==> src/ethBus_cfg.svh <==
// Reset timing and control-bus decode for the KSZ8851 bus controller.
// Cycle counts are scaled down for simulation; real silicon needs far longer.
// ETH_CTRL_REG_ADDR must match the address the control bus uses for this block.
`ifndef ETH_BUS_CFG_SVH
`define ETH_BUS_CFG_SVH

// ------------------------------
// reset sequence
// ------------------------------

// chip reset held low this many sysclk cycles
// on hardware this is about 10 ms (491520 cycles at 49.152 MHz)
`define ETH_RST_ASSERT_CYCLES 20

// wait after reset release before asking the host layer to init
// on hardware the chip wants about 50 ms of warm-up here
`define ETH_RST_WAIT_CYCLES 40

// ------------------------------
// control-bus decode
// ------------------------------
`define ETH_CTRL_REG_ADDR 16'h000C  // main block, ethernet access register

`endif

==> src/ethBusPkg.sv <==
// Types shared by the KSZ8851 bus controller.
// byteEnableAddr does not handle 16-bit accesses at odd offsets.
package ethBusPkg;

    // address view of the bus word, as the chip expects it in the cmd phase
    typedef struct packed {
        logic [3:0] byteEn;   // byte enables BE[3:0] on sd[15:12]
        logic [3:0] zero;     // unused, kept at 0
        logic [7:0] offset;   // register offset, low bits repeated
    } sdAddr_t;

    // one bus word, read either as data or as an address
    typedef union packed {
        logic [15:0] data;
        sdAddr_t     addr;
    } sdWord_t;

    // 32-bit control-bus write word
    typedef struct packed {
        logic [3:0]  spare;
        logic        isDma;    // bit 27
        logic        isReset;  // bit 26, restarts the chip reset sequence
        logic        isWrite;  // bit 25, 1 = write
        logic        isWord;   // bit 24, 1 = 16-bit access
        logic [7:0]  offset;   // bits 23:16
        logic [15:0] data;     // bits 15:0
    } ctrlWord_t;

    // chip splits its register space into 32-bit chunks, BE picks the lanes
    function automatic sdWord_t byteEnableAddr(input logic [7:0] offset, input logic isWord);
        sdWord_t    word;
        logic [1:0] tail;
        tail = offset[1:0];
        word.addr.byteEn[0] = (tail == 2'd0);
        word.addr.byteEn[1] = (isWord && tail == 2'd0) || (!isWord && tail == 2'd1);
        word.addr.byteEn[2] = (tail == 2'd2);
        word.addr.byteEn[3] = (isWord && tail == 2'd2) || (!isWord && tail == 2'd3);
        word.addr.zero      = 4'h0;
        word.addr.offset    = offset;
        return word;
    endfunction

endpackage

==> src/ethReqIf.sv <==
// One access request and its completion, front end to bus engine.
// start and restart are single-cycle; start only while idle is high.
`timescale 1ns/10ps

interface ethReqIf;

    // front end -> engine
    logic        start;     // begin one access, fields valid this cycle
    logic        isDma;
    logic        isWrite;
    logic        isWord;
    logic [7:0]  regAddr;   // ignored for DMA
    logic [15:0] wrData;    // ignored for reads
    logic        restart;   // back to the chip reset sequence, wins over start

    // engine -> front end
    logic        idle;      // level, ready for a new start
    logic        readDone;  // pulse, rdData just captured
    logic [15:0] rdData;

    modport arbiter (
        output start, isDma, isWrite, isWord, regAddr, wrData, restart,
        input  idle, readDone, rdData
    );

    modport engine (
        input  start, isDma, isWrite, isWord, regAddr, wrData, restart,
        output idle, readDone, rdData
    );

endinterface

==> src/ethReqArbiter.sv <==
// Request front end: host command port and control-bus register writes.
// Control bus wins a tie; a control write while busy is dropped and flags ethError.
// Host must drop cmdReq after cmdAck before it can issue again.
`timescale 1ns/10ps
`include "ethBus_cfg.svh"

module ethReqArbiter (
    input  logic        sysclk,
    input  logic        reset,
    input  logic        initAck,
    input  logic        initDone,    // engine finished the reset sequence
    input  logic        cmdReq,
    input  logic        isDma,
    input  logic        isWrite,
    input  logic        isWord,
    input  logic [7:0]  regAddr,
    input  logic [15:0] dataIn,
    input  logic        ctrlWen,
    input  logic [15:0] ctrlAddr,
    input  logic [31:0] ctrlWdata,
    output logic        initReq,
    output logic        cmdAck,
    output logic        dataValid,
    output logic [15:0] dataOut,
    output logic        ethError,
    output logic [15:0] ethData,
    ethReqIf.arbiter    req
);

    ethBusPkg::ctrlWord_t ctrlWord;
    logic ctrlHit;    // control-bus write aimed at us
    logic ctrlStart;
    logic hostStart;
    logic fromHost;   // source of the access in flight

    assign ctrlWord = ctrlWdata;
    assign ctrlHit  = ctrlWen && (ctrlAddr == `ETH_CTRL_REG_ADDR);

    // ------------------------------
    // source select
    // ------------------------------
    assign req.restart = ctrlHit && ctrlWord.isReset;
    assign ctrlStart   = ctrlHit && !ctrlWord.isReset && req.idle;
    assign hostStart   = cmdReq && !cmdAck && req.idle && !ctrlHit;  // ctrl has priority
    assign req.start   = ctrlStart || hostStart;

    // fields follow the winner, don't care when start is low
    assign req.isDma   = ctrlHit ? ctrlWord.isDma   : isDma;
    assign req.isWrite = ctrlHit ? ctrlWord.isWrite : isWrite;
    assign req.isWord  = ctrlHit ? ctrlWord.isWord  : isWord;
    assign req.regAddr = ctrlHit ? ctrlWord.offset  : regAddr;
    assign req.wrData  = ctrlHit ? ctrlWord.data    : dataIn;

    // ------------------------------
    // handshake and flags
    // ------------------------------
    always_ff @(posedge sysclk or negedge reset) begin
        if (!reset) begin
            initReq   <= 1'b0;
            cmdAck    <= 1'b0;
            dataValid <= 1'b0;
            ethError  <= 1'b0;
            fromHost  <= 1'b0;
        end else if (req.restart) begin
            initReq   <= 1'b0;   // fresh initReq comes after the new sequence
            cmdAck    <= 1'b0;
            dataValid <= 1'b0;
            ethError  <= 1'b0;
        end else begin
            if (hostStart) begin
                cmdAck   <= 1'b1;
                fromHost <= 1'b1;
            end else if (ctrlStart) begin
                fromHost <= 1'b0;
            end

            if (ctrlStart)
                ethError <= 1'b0;
            else if (ctrlHit)
                ethError <= 1'b1;   // engine busy, request lost

            // host released the request, drop ack and valid together
            if (cmdAck && !cmdReq) begin
                cmdAck    <= 1'b0;
                dataValid <= 1'b0;
            end
            if (req.readDone && fromHost)
                dataValid <= 1'b1;

            if (initAck)
                initReq <= 1'b0;
            if (initDone)
                initReq <= 1'b1;
        end
    end

    // read data and control-bus mirror
    always_ff @(posedge sysclk) begin
        if (req.readDone && fromHost)
            dataOut <= req.rdData;
        if (ctrlStart)
            ethData <= ctrlWord.data;
        else if (req.readDone && !fromHost)
            ethData <= req.rdData;
    end

endmodule

==> src/flat_wrapper.sv <==
// flat-port wrapper written by rule: the top's interface ports become plain ports
module ethReqArbiter_flat 
  (sysclk, reset, initAck, initDone, cmdReq, isDma, isWrite, isWord, regAddr, dataIn, ctrlWen, ctrlAddr, ctrlWdata, initReq, cmdAck, dataValid, dataOut, ethError, ethData, req_start, req_isDma, req_isWrite, req_isWord, req_regAddr, req_wrData, req_restart, req_idle, req_readDone, req_rdData);
  ethReqIf req_i ();
  input  logic sysclk;
  input  logic reset;
  input  logic initAck;
  input  logic initDone;
  input  logic cmdReq;
  input  logic isDma;
  input  logic isWrite;
  input  logic isWord;
  input  logic [7:0] regAddr;
  input  logic [15:0] dataIn;
  input  logic ctrlWen;
  input  logic [15:0] ctrlAddr;
  input  logic [31:0] ctrlWdata;
  output logic initReq;
  output logic cmdAck;
  output logic dataValid;
  output logic [15:0] dataOut;
  output logic ethError;
  output logic [15:0] ethData;
  output wire logic [$bits(req_i.start)-1:0] req_start;
  output wire logic [$bits(req_i.isDma)-1:0] req_isDma;
  output wire logic [$bits(req_i.isWrite)-1:0] req_isWrite;
  output wire logic [$bits(req_i.isWord)-1:0] req_isWord;
  output wire logic [$bits(req_i.regAddr)-1:0] req_regAddr;
  output wire logic [$bits(req_i.wrData)-1:0] req_wrData;
  output wire logic [$bits(req_i.restart)-1:0] req_restart;
  input wire logic [$bits(req_i.idle)-1:0] req_idle;
  input wire logic [$bits(req_i.readDone)-1:0] req_readDone;
  input wire logic [$bits(req_i.rdData)-1:0] req_rdData;
  assign req_start = req_i.start;
  assign req_isDma = req_i.isDma;
  assign req_isWrite = req_i.isWrite;
  assign req_isWord = req_i.isWord;
  assign req_regAddr = req_i.regAddr;
  assign req_wrData = req_i.wrData;
  assign req_restart = req_i.restart;
  assign req_i.idle = req_idle;
  assign req_i.readDone = req_readDone;
  assign req_i.rdData = req_rdData;
  ethReqArbiter u_core (.sysclk(sysclk), .reset(reset), .initAck(initAck), .initDone(initDone), .cmdReq(cmdReq), .isDma(isDma), .isWrite(isWrite), .isWord(isWord), .regAddr(regAddr), .dataIn(dataIn), .ctrlWen(ctrlWen), .ctrlAddr(ctrlAddr), .ctrlWdata(ctrlWdata), .initReq(initReq), .cmdAck(cmdAck), .dataValid(dataValid), .dataOut(dataOut), .ethError(ethError), .ethData(ethData), .req(req_i));
endmodule
==> config.mk <==
export PLATFORM = sky130hd
export DESIGN_NAME = ethReqArbiter_flat
export DESIGN_NICKNAME = d
export VERILOG_FILES = /design/src/ethBusPkg.sv /design/src/ethReqIf.sv /design/src/ethReqArbiter.sv /design/src/flat_wrapper.sv
export VERILOG_INCLUDE_DIRS = /design/src
export SDC_FILE = /design/constraint.sdc
export NUM_CORES = 1
export LEC_CHECK = 0
export BUFFER_PORTS_ARGS = -buffer_cell sky130_fd_sc_hd__clkbuf_2
export CAP_MARGIN = 20
export CORE_UTILIZATION = 35
export CTS_CLUSTER_DIAMETER = 100
export DETAILED_ROUTE_END_ITERATION = 6
export GPL_ROUTABILITY_DRIVEN = 1
export GPL_TIMING_DRIVEN = 0
export PLACE_DENSITY = 0.72
export REMOVE_ABC_BUFFERS = 1
export SYNTH_ARGS = -nofsm -noshare
export SYNTH_HDL_FRONTEND = slang
export SYNTH_SLANG_ARGS = --single-unit
==> constraint.sdc <==
create_clock -name sysclk -period 2.7 [get_ports sysclk]
set_input_delay 0.135 -clock sysclk [delete_from_list [all_inputs] [get_ports sysclk]]
set_output_delay 0.135 -clock sysclk [all_outputs]
set_load 0.02 [all_outputs]
; ---- Word level (Yosys, flattened, before mapping)
; Index checks and enable logic that the tools add are counted.
[op_classes]
n_shift = 0
magnitude_cmp = 0
mul = 0
n_addsub = 0
n_bitwise = 1
div_mod_pow = 0
mux = 21
n_eq_ne = 1
reduce_logical = 23
[op_table]
columns = cell, count
row1 = 16-bit two-way mux, 3
row2 = 1-bit two-way mux, 17
row3 = 16-bit by 4-bit equality test with 1-bit output (second input constant), 1
row4 = 3-bit nonzero test, 4
row5 = 1-bit logical AND, 10
row6 = 8-bit two-way mux, 1
row7 = 1-bit zero test, 5
row8 = 2-bit nonzero test, 2
row9 = 2-bit AND reduction, 1
row10 = 1-bit logical OR, 1
row11 = 1-bit inverter, 1
[word_totals]
in_bits = 99
reg_bits = 37
ramBits = 0
output_inout_bits = 65
n_memories = 0
rom_bits = 0
wordCells = 53
latch_bits = 0

; ---- Depth between registers and ports, before layout
[logic_depth]
depth_word = 7
depth_mapped = 6
mapped_depth_nobuf = 4

; ---- Worst setup path before layout
; No wires, ideal clock.
[synth_path]
kind = input to register
start = input ctrlAddr[12]
end = register u_core.ethData[0] (enable)
arrival_time_ns = 1.510
setup_slack_ns = 0.858
path_buffers = 1
cell_stages = 5
setup_time_ns = 0.332
required_ns = 2.368
path_cell_list = nor4b_4 > nand2_2 > nor4_4 > buf_6 > a21o_2
[synth_between]
elab_chain_cells = 5
[synth_rtl]
columns = item, line_no
row1 = start: declaration, flat_wrapper.sv:16  ; input logic [15:0] ctrlAddr;
row2 = 16-bit by 4-bit equality test with 1-bit output (no line), -
row3 = 1-bit logical AND, ethReqArbiter.sv:37  ; assign ctrlHit = ctrlWen && (ctrlAddr == `ETH_CTRL_REG_ADDR);
row4 = 1-bit logical AND (2 in series), ethReqArbiter.sv:43  ; assign ctrlStart = ctrlHit && !ctrlWord.isReset && req.idle;
row5 = 2-bit nonzero test (no line), -
row6 = end signal: assignment, ethReqArbiter.sv:102  ; ethData <= ctrlWord.data;
row7 = end signal: assignment, ethReqArbiter.sv:104  ; ethData <= req.rdData;
row8 = end: declaration, ethReqArbiter.sv:26  ; output logic [15:0] ethData,
; Every way passes these cells.
; A chain may end at the register's enable or synchronous reset.

; ---- Final worst setup path
[layout_path]
start = input ctrlAddr[5]
end = output req_regAddr[6]
[layout_between]
elab_chain_cells = 3
[layout_rtl]
columns = item, line_no
row1 = 16-bit by 4-bit equality test with 1-bit output (no line), -
row2 = 1-bit logical AND, ethReqArbiter.sv:37
row3 = 8-bit two-way mux, ethReqArbiter.sv:51  ; assign req.regAddr = ctrlHit ? ctrlWord.offset : regAddr;
row4 = end: declaration, flat_wrapper.sv:28  ; output wire logic [$bits(req_i.regAddr)-1:0] req_regAddr;
; Every way passes these cells.

==> flow_summary.toml <==
[logic_synthesis]
yosysTopAreaCellShare_pct = 51.0
synth_fa_ha_area_share_pct = 0
async_reset_ff_share_pct = 13.5
synth_area_leader_cell = "edfxtp_1"
synthXorXnorAreaFrac_pct = 0
synthDistinctLibCells = 26
muxShareOfSynthArea_pct = 27.9
yosys.area_share.simple_pct = 9.10
synth_top_family_by_area = "multiplexers"
synthCells = 117
ys_ff_latch = 37
synth_area_um2 = 1880
synth-compound-area-share_pct = 2.86
synth-edff-count = 32
ys_seq_area_share_pct = 57.7
synthTopCellsByArea = "edfxtp_1 51%, mux2_2 21%, dfrtp_1 6.6%, mux2_4 6.4%, nor4_4 2.3%"
synthFlopType = "edfxtp_1"
avgSynthCellArea_um2 = 16.1
synth.most_common_cell = "mux2_2"
synth_common_cells = "35 x mux2_2, 32 x edfxtp_1, 8 x mux2_4, 5 x dfrtp_1, 4 x a21oi_1"
yosys_warnings = 0

[pwr]
p_clk_share_pct = 29.3
p_comb_share_pct = 18.0
p_sw_share_pct = 24.5
seqPwrFrac_pct = 52.7
p_leak_uw = 0.00135
powerDensity_nw_per_um2 = 433
vdd_drop_max_uv = 172
switchingPower_uw = 300
p_int_uw = 926

[sta]
slew_headroom_pct = 44.1
tightest_slew_ps = 838
layout_setup_ws_ps = 461
hold_ws_ps = 41.3
setup_viol = 0
clock.fmax_mhz = 447
rsz0062_at_grt = "no"
final-max-slew-violation-count = 0
finClkSkew_ps = 3.38
hold_violations = 0
final.period_utilization_pct = 82.9
min_period_ps = 2240

[drt]
ant_nets = 0
vias = 1599
firstDrtPassIters = 4
viasPerCell = 4.56
drc = 0
routed_wl_um = 4640
wl_per_cell_um = 13.2
drtIter0Drc = 17

[global_route]
grt_first_pass_wirelength_um = 6640
grt_max_degree = 33
overflow = 0
grt_usage_pct = 16.3
first_global_vias = 1482
grt_antenna_before_repair = 0

[floorplanning]
initial_core_util_pct = 36.6
die_area_um2 = 5680
num_io_pins = 164
core_area_um2 = 5140
die_w_um = 75.4
num_rows = 26
die-height_um = 75.4

[finish]
drive_above_1_share_pct = 76.9
final_util_pct = 55.2
synthToLayoutAreaGrowth_pct = 50.6
final_net_count = 379
antenna_cells = 0
final_area_um2 = 2840

[setup_path]
r2r-end = "u_core.dataOut[4]"
cp.required_ps = 2570
crit_arrival_ps = 2100
cp_max_fo = 32
cp-start-kind = "primary input"
timing.rr.start = "u_core.fromHost"
path_class = "in -> out"
setup.worst_path.end = "req_regAddr[6]"
reg2reg_slack_ps = 1280
r2r_cells = 1
critPathLaunch = "ctrlAddr[5]"
end_kind = "primary output"

[clock_tree]
cts.sinks = 37
clk_pin_slew_ps = 70
cts_resized = 0
cts_setup_buffers = 0
worstSkewPairLatency_ps = 280
clockBufferDepth = 2
htreeDepth = 2
cts_tree = "done"
numCtsBuffers = 5
cts_root_buf = "clkbuf_8"

[place]
place_congestion = 0.717
postPlaceCellArea_um2 = 2740
pre_cts_slack_ps = 332
portBuffers = 159
dpl.hpwl_um = 3780

[run]
cap_violations = 0

[outcome]
status = "completed"

[hold_path]
hold_path.class = "in -> reg"
routing by layer:
layer	vias up	wire length, um	share of wire [%]	global-route usage, %
met5	-	0	0	0
met4	0	33	0.71	5.35
met3	4	463	10	5.95
met2	104	2540	55	31.1
met1	713	1600	34	16.4
li1	778	-	-	-
state kept, by name, indices dropped and copies added, names as in the netlist:
| name | count |
|---|---|
| u_core.dataOut | 16 |
| u_core.ethData | 16 |
| u_core.cmdAck | 1 |
| u_core.dataValid | 1 |
| u_core.ethError | 1 |
| u_core.fromHost | 1 |
| u_core.initReq | 1 |
cell usage in the layout (no fill, tap or decap), drive strengths merged, types with 2 or more instances in the layout:
master / Yosys / layout
dfrtp: 5 / 5
mux2: 44 / 44
clkinv: 0 / 2
clkbuf: 1 / 165
nor4: 4 / 4
o21ai: 2 / 2
nand2: 3 / 3
nand2b: 2 / 2
nand3b: 3 / 3
and2: 2 / 2
edfxtp: 32 / 32
a21oi: 4 / 4
nor2: 2 / 2
inv: 2 / 2
what timing repair did:
action                                  CTS  global route
endpoints found under the setup margin    0             0
endpoints found under the hold margin     5             0
hold buffers                              1             0
critical path, cell delays in order:
cell and delay [ps]:
clkbuf_2 100, nor4_4 310, nor3b_1 220, and4b_2 760
mux2_2 410, clkbuf_2 170
cell families (layout without fill, tap and decap cells):
group	count (synthesis)	count (layout)
AND/OR/NAND/NOR	20	20
multiplexers	44	44
AO/OA/AOI/OAI	9	9
flip-flops	37	37
buffers and inverters	7	171
layout make-up:
cell class | instances | area, um2
fill | 477 | 2300
inverter | 2 | 7.51
clock buffer | 6 | 72.6
multi-input combinational | 73 | 751
timing repair buffer | 161 | 821
sequential | 37 | 1090
clock inverter | 2 | 10.0
tap | 70 | 87.6
stage by stage:
step | instances | TNS (ps) | power [uW]
final | 351 | 0 | 1230
after global routing | 351 | 0 | 1290
after CTS | 351 | 0 | 1240
after detailed placement | 342 | 0 | 881
after global placement | 341 | -472 | 875
after floorplan | 112 | 0 | 760
how the worst min path moves through the flow:
stage | slack (ps) | cells past startpoint | to | from
finish | 40 | 1 | u_core.dataOut[0] | req_rdData[0]
global placement | -40 | 1 | u_core.ethError | reset
detailed placement | -40 | 1 | u_core.ethError | reset
CTS | 30 | 1 | u_core.dataOut[1] | req_rdData[1]
global route | 20 | 1 | u_core.dataOut[1] | req_rdData[1]
floorplan | -160 | 0 | u_core.cmdAck | reset
power by group through the flow:
stage	Clock [uW]	Sequential [uW]	Combinational, uW
2_1_floorplan	0	680	79.8
3_3_place_gp	0	658	217
3_5_place_dp	0	659	222
4_1_cts	373	647	224
5_1_grt	401	648	241
6_report	360	646	221
No activity file was read; power rests on OpenSTA's default activity.
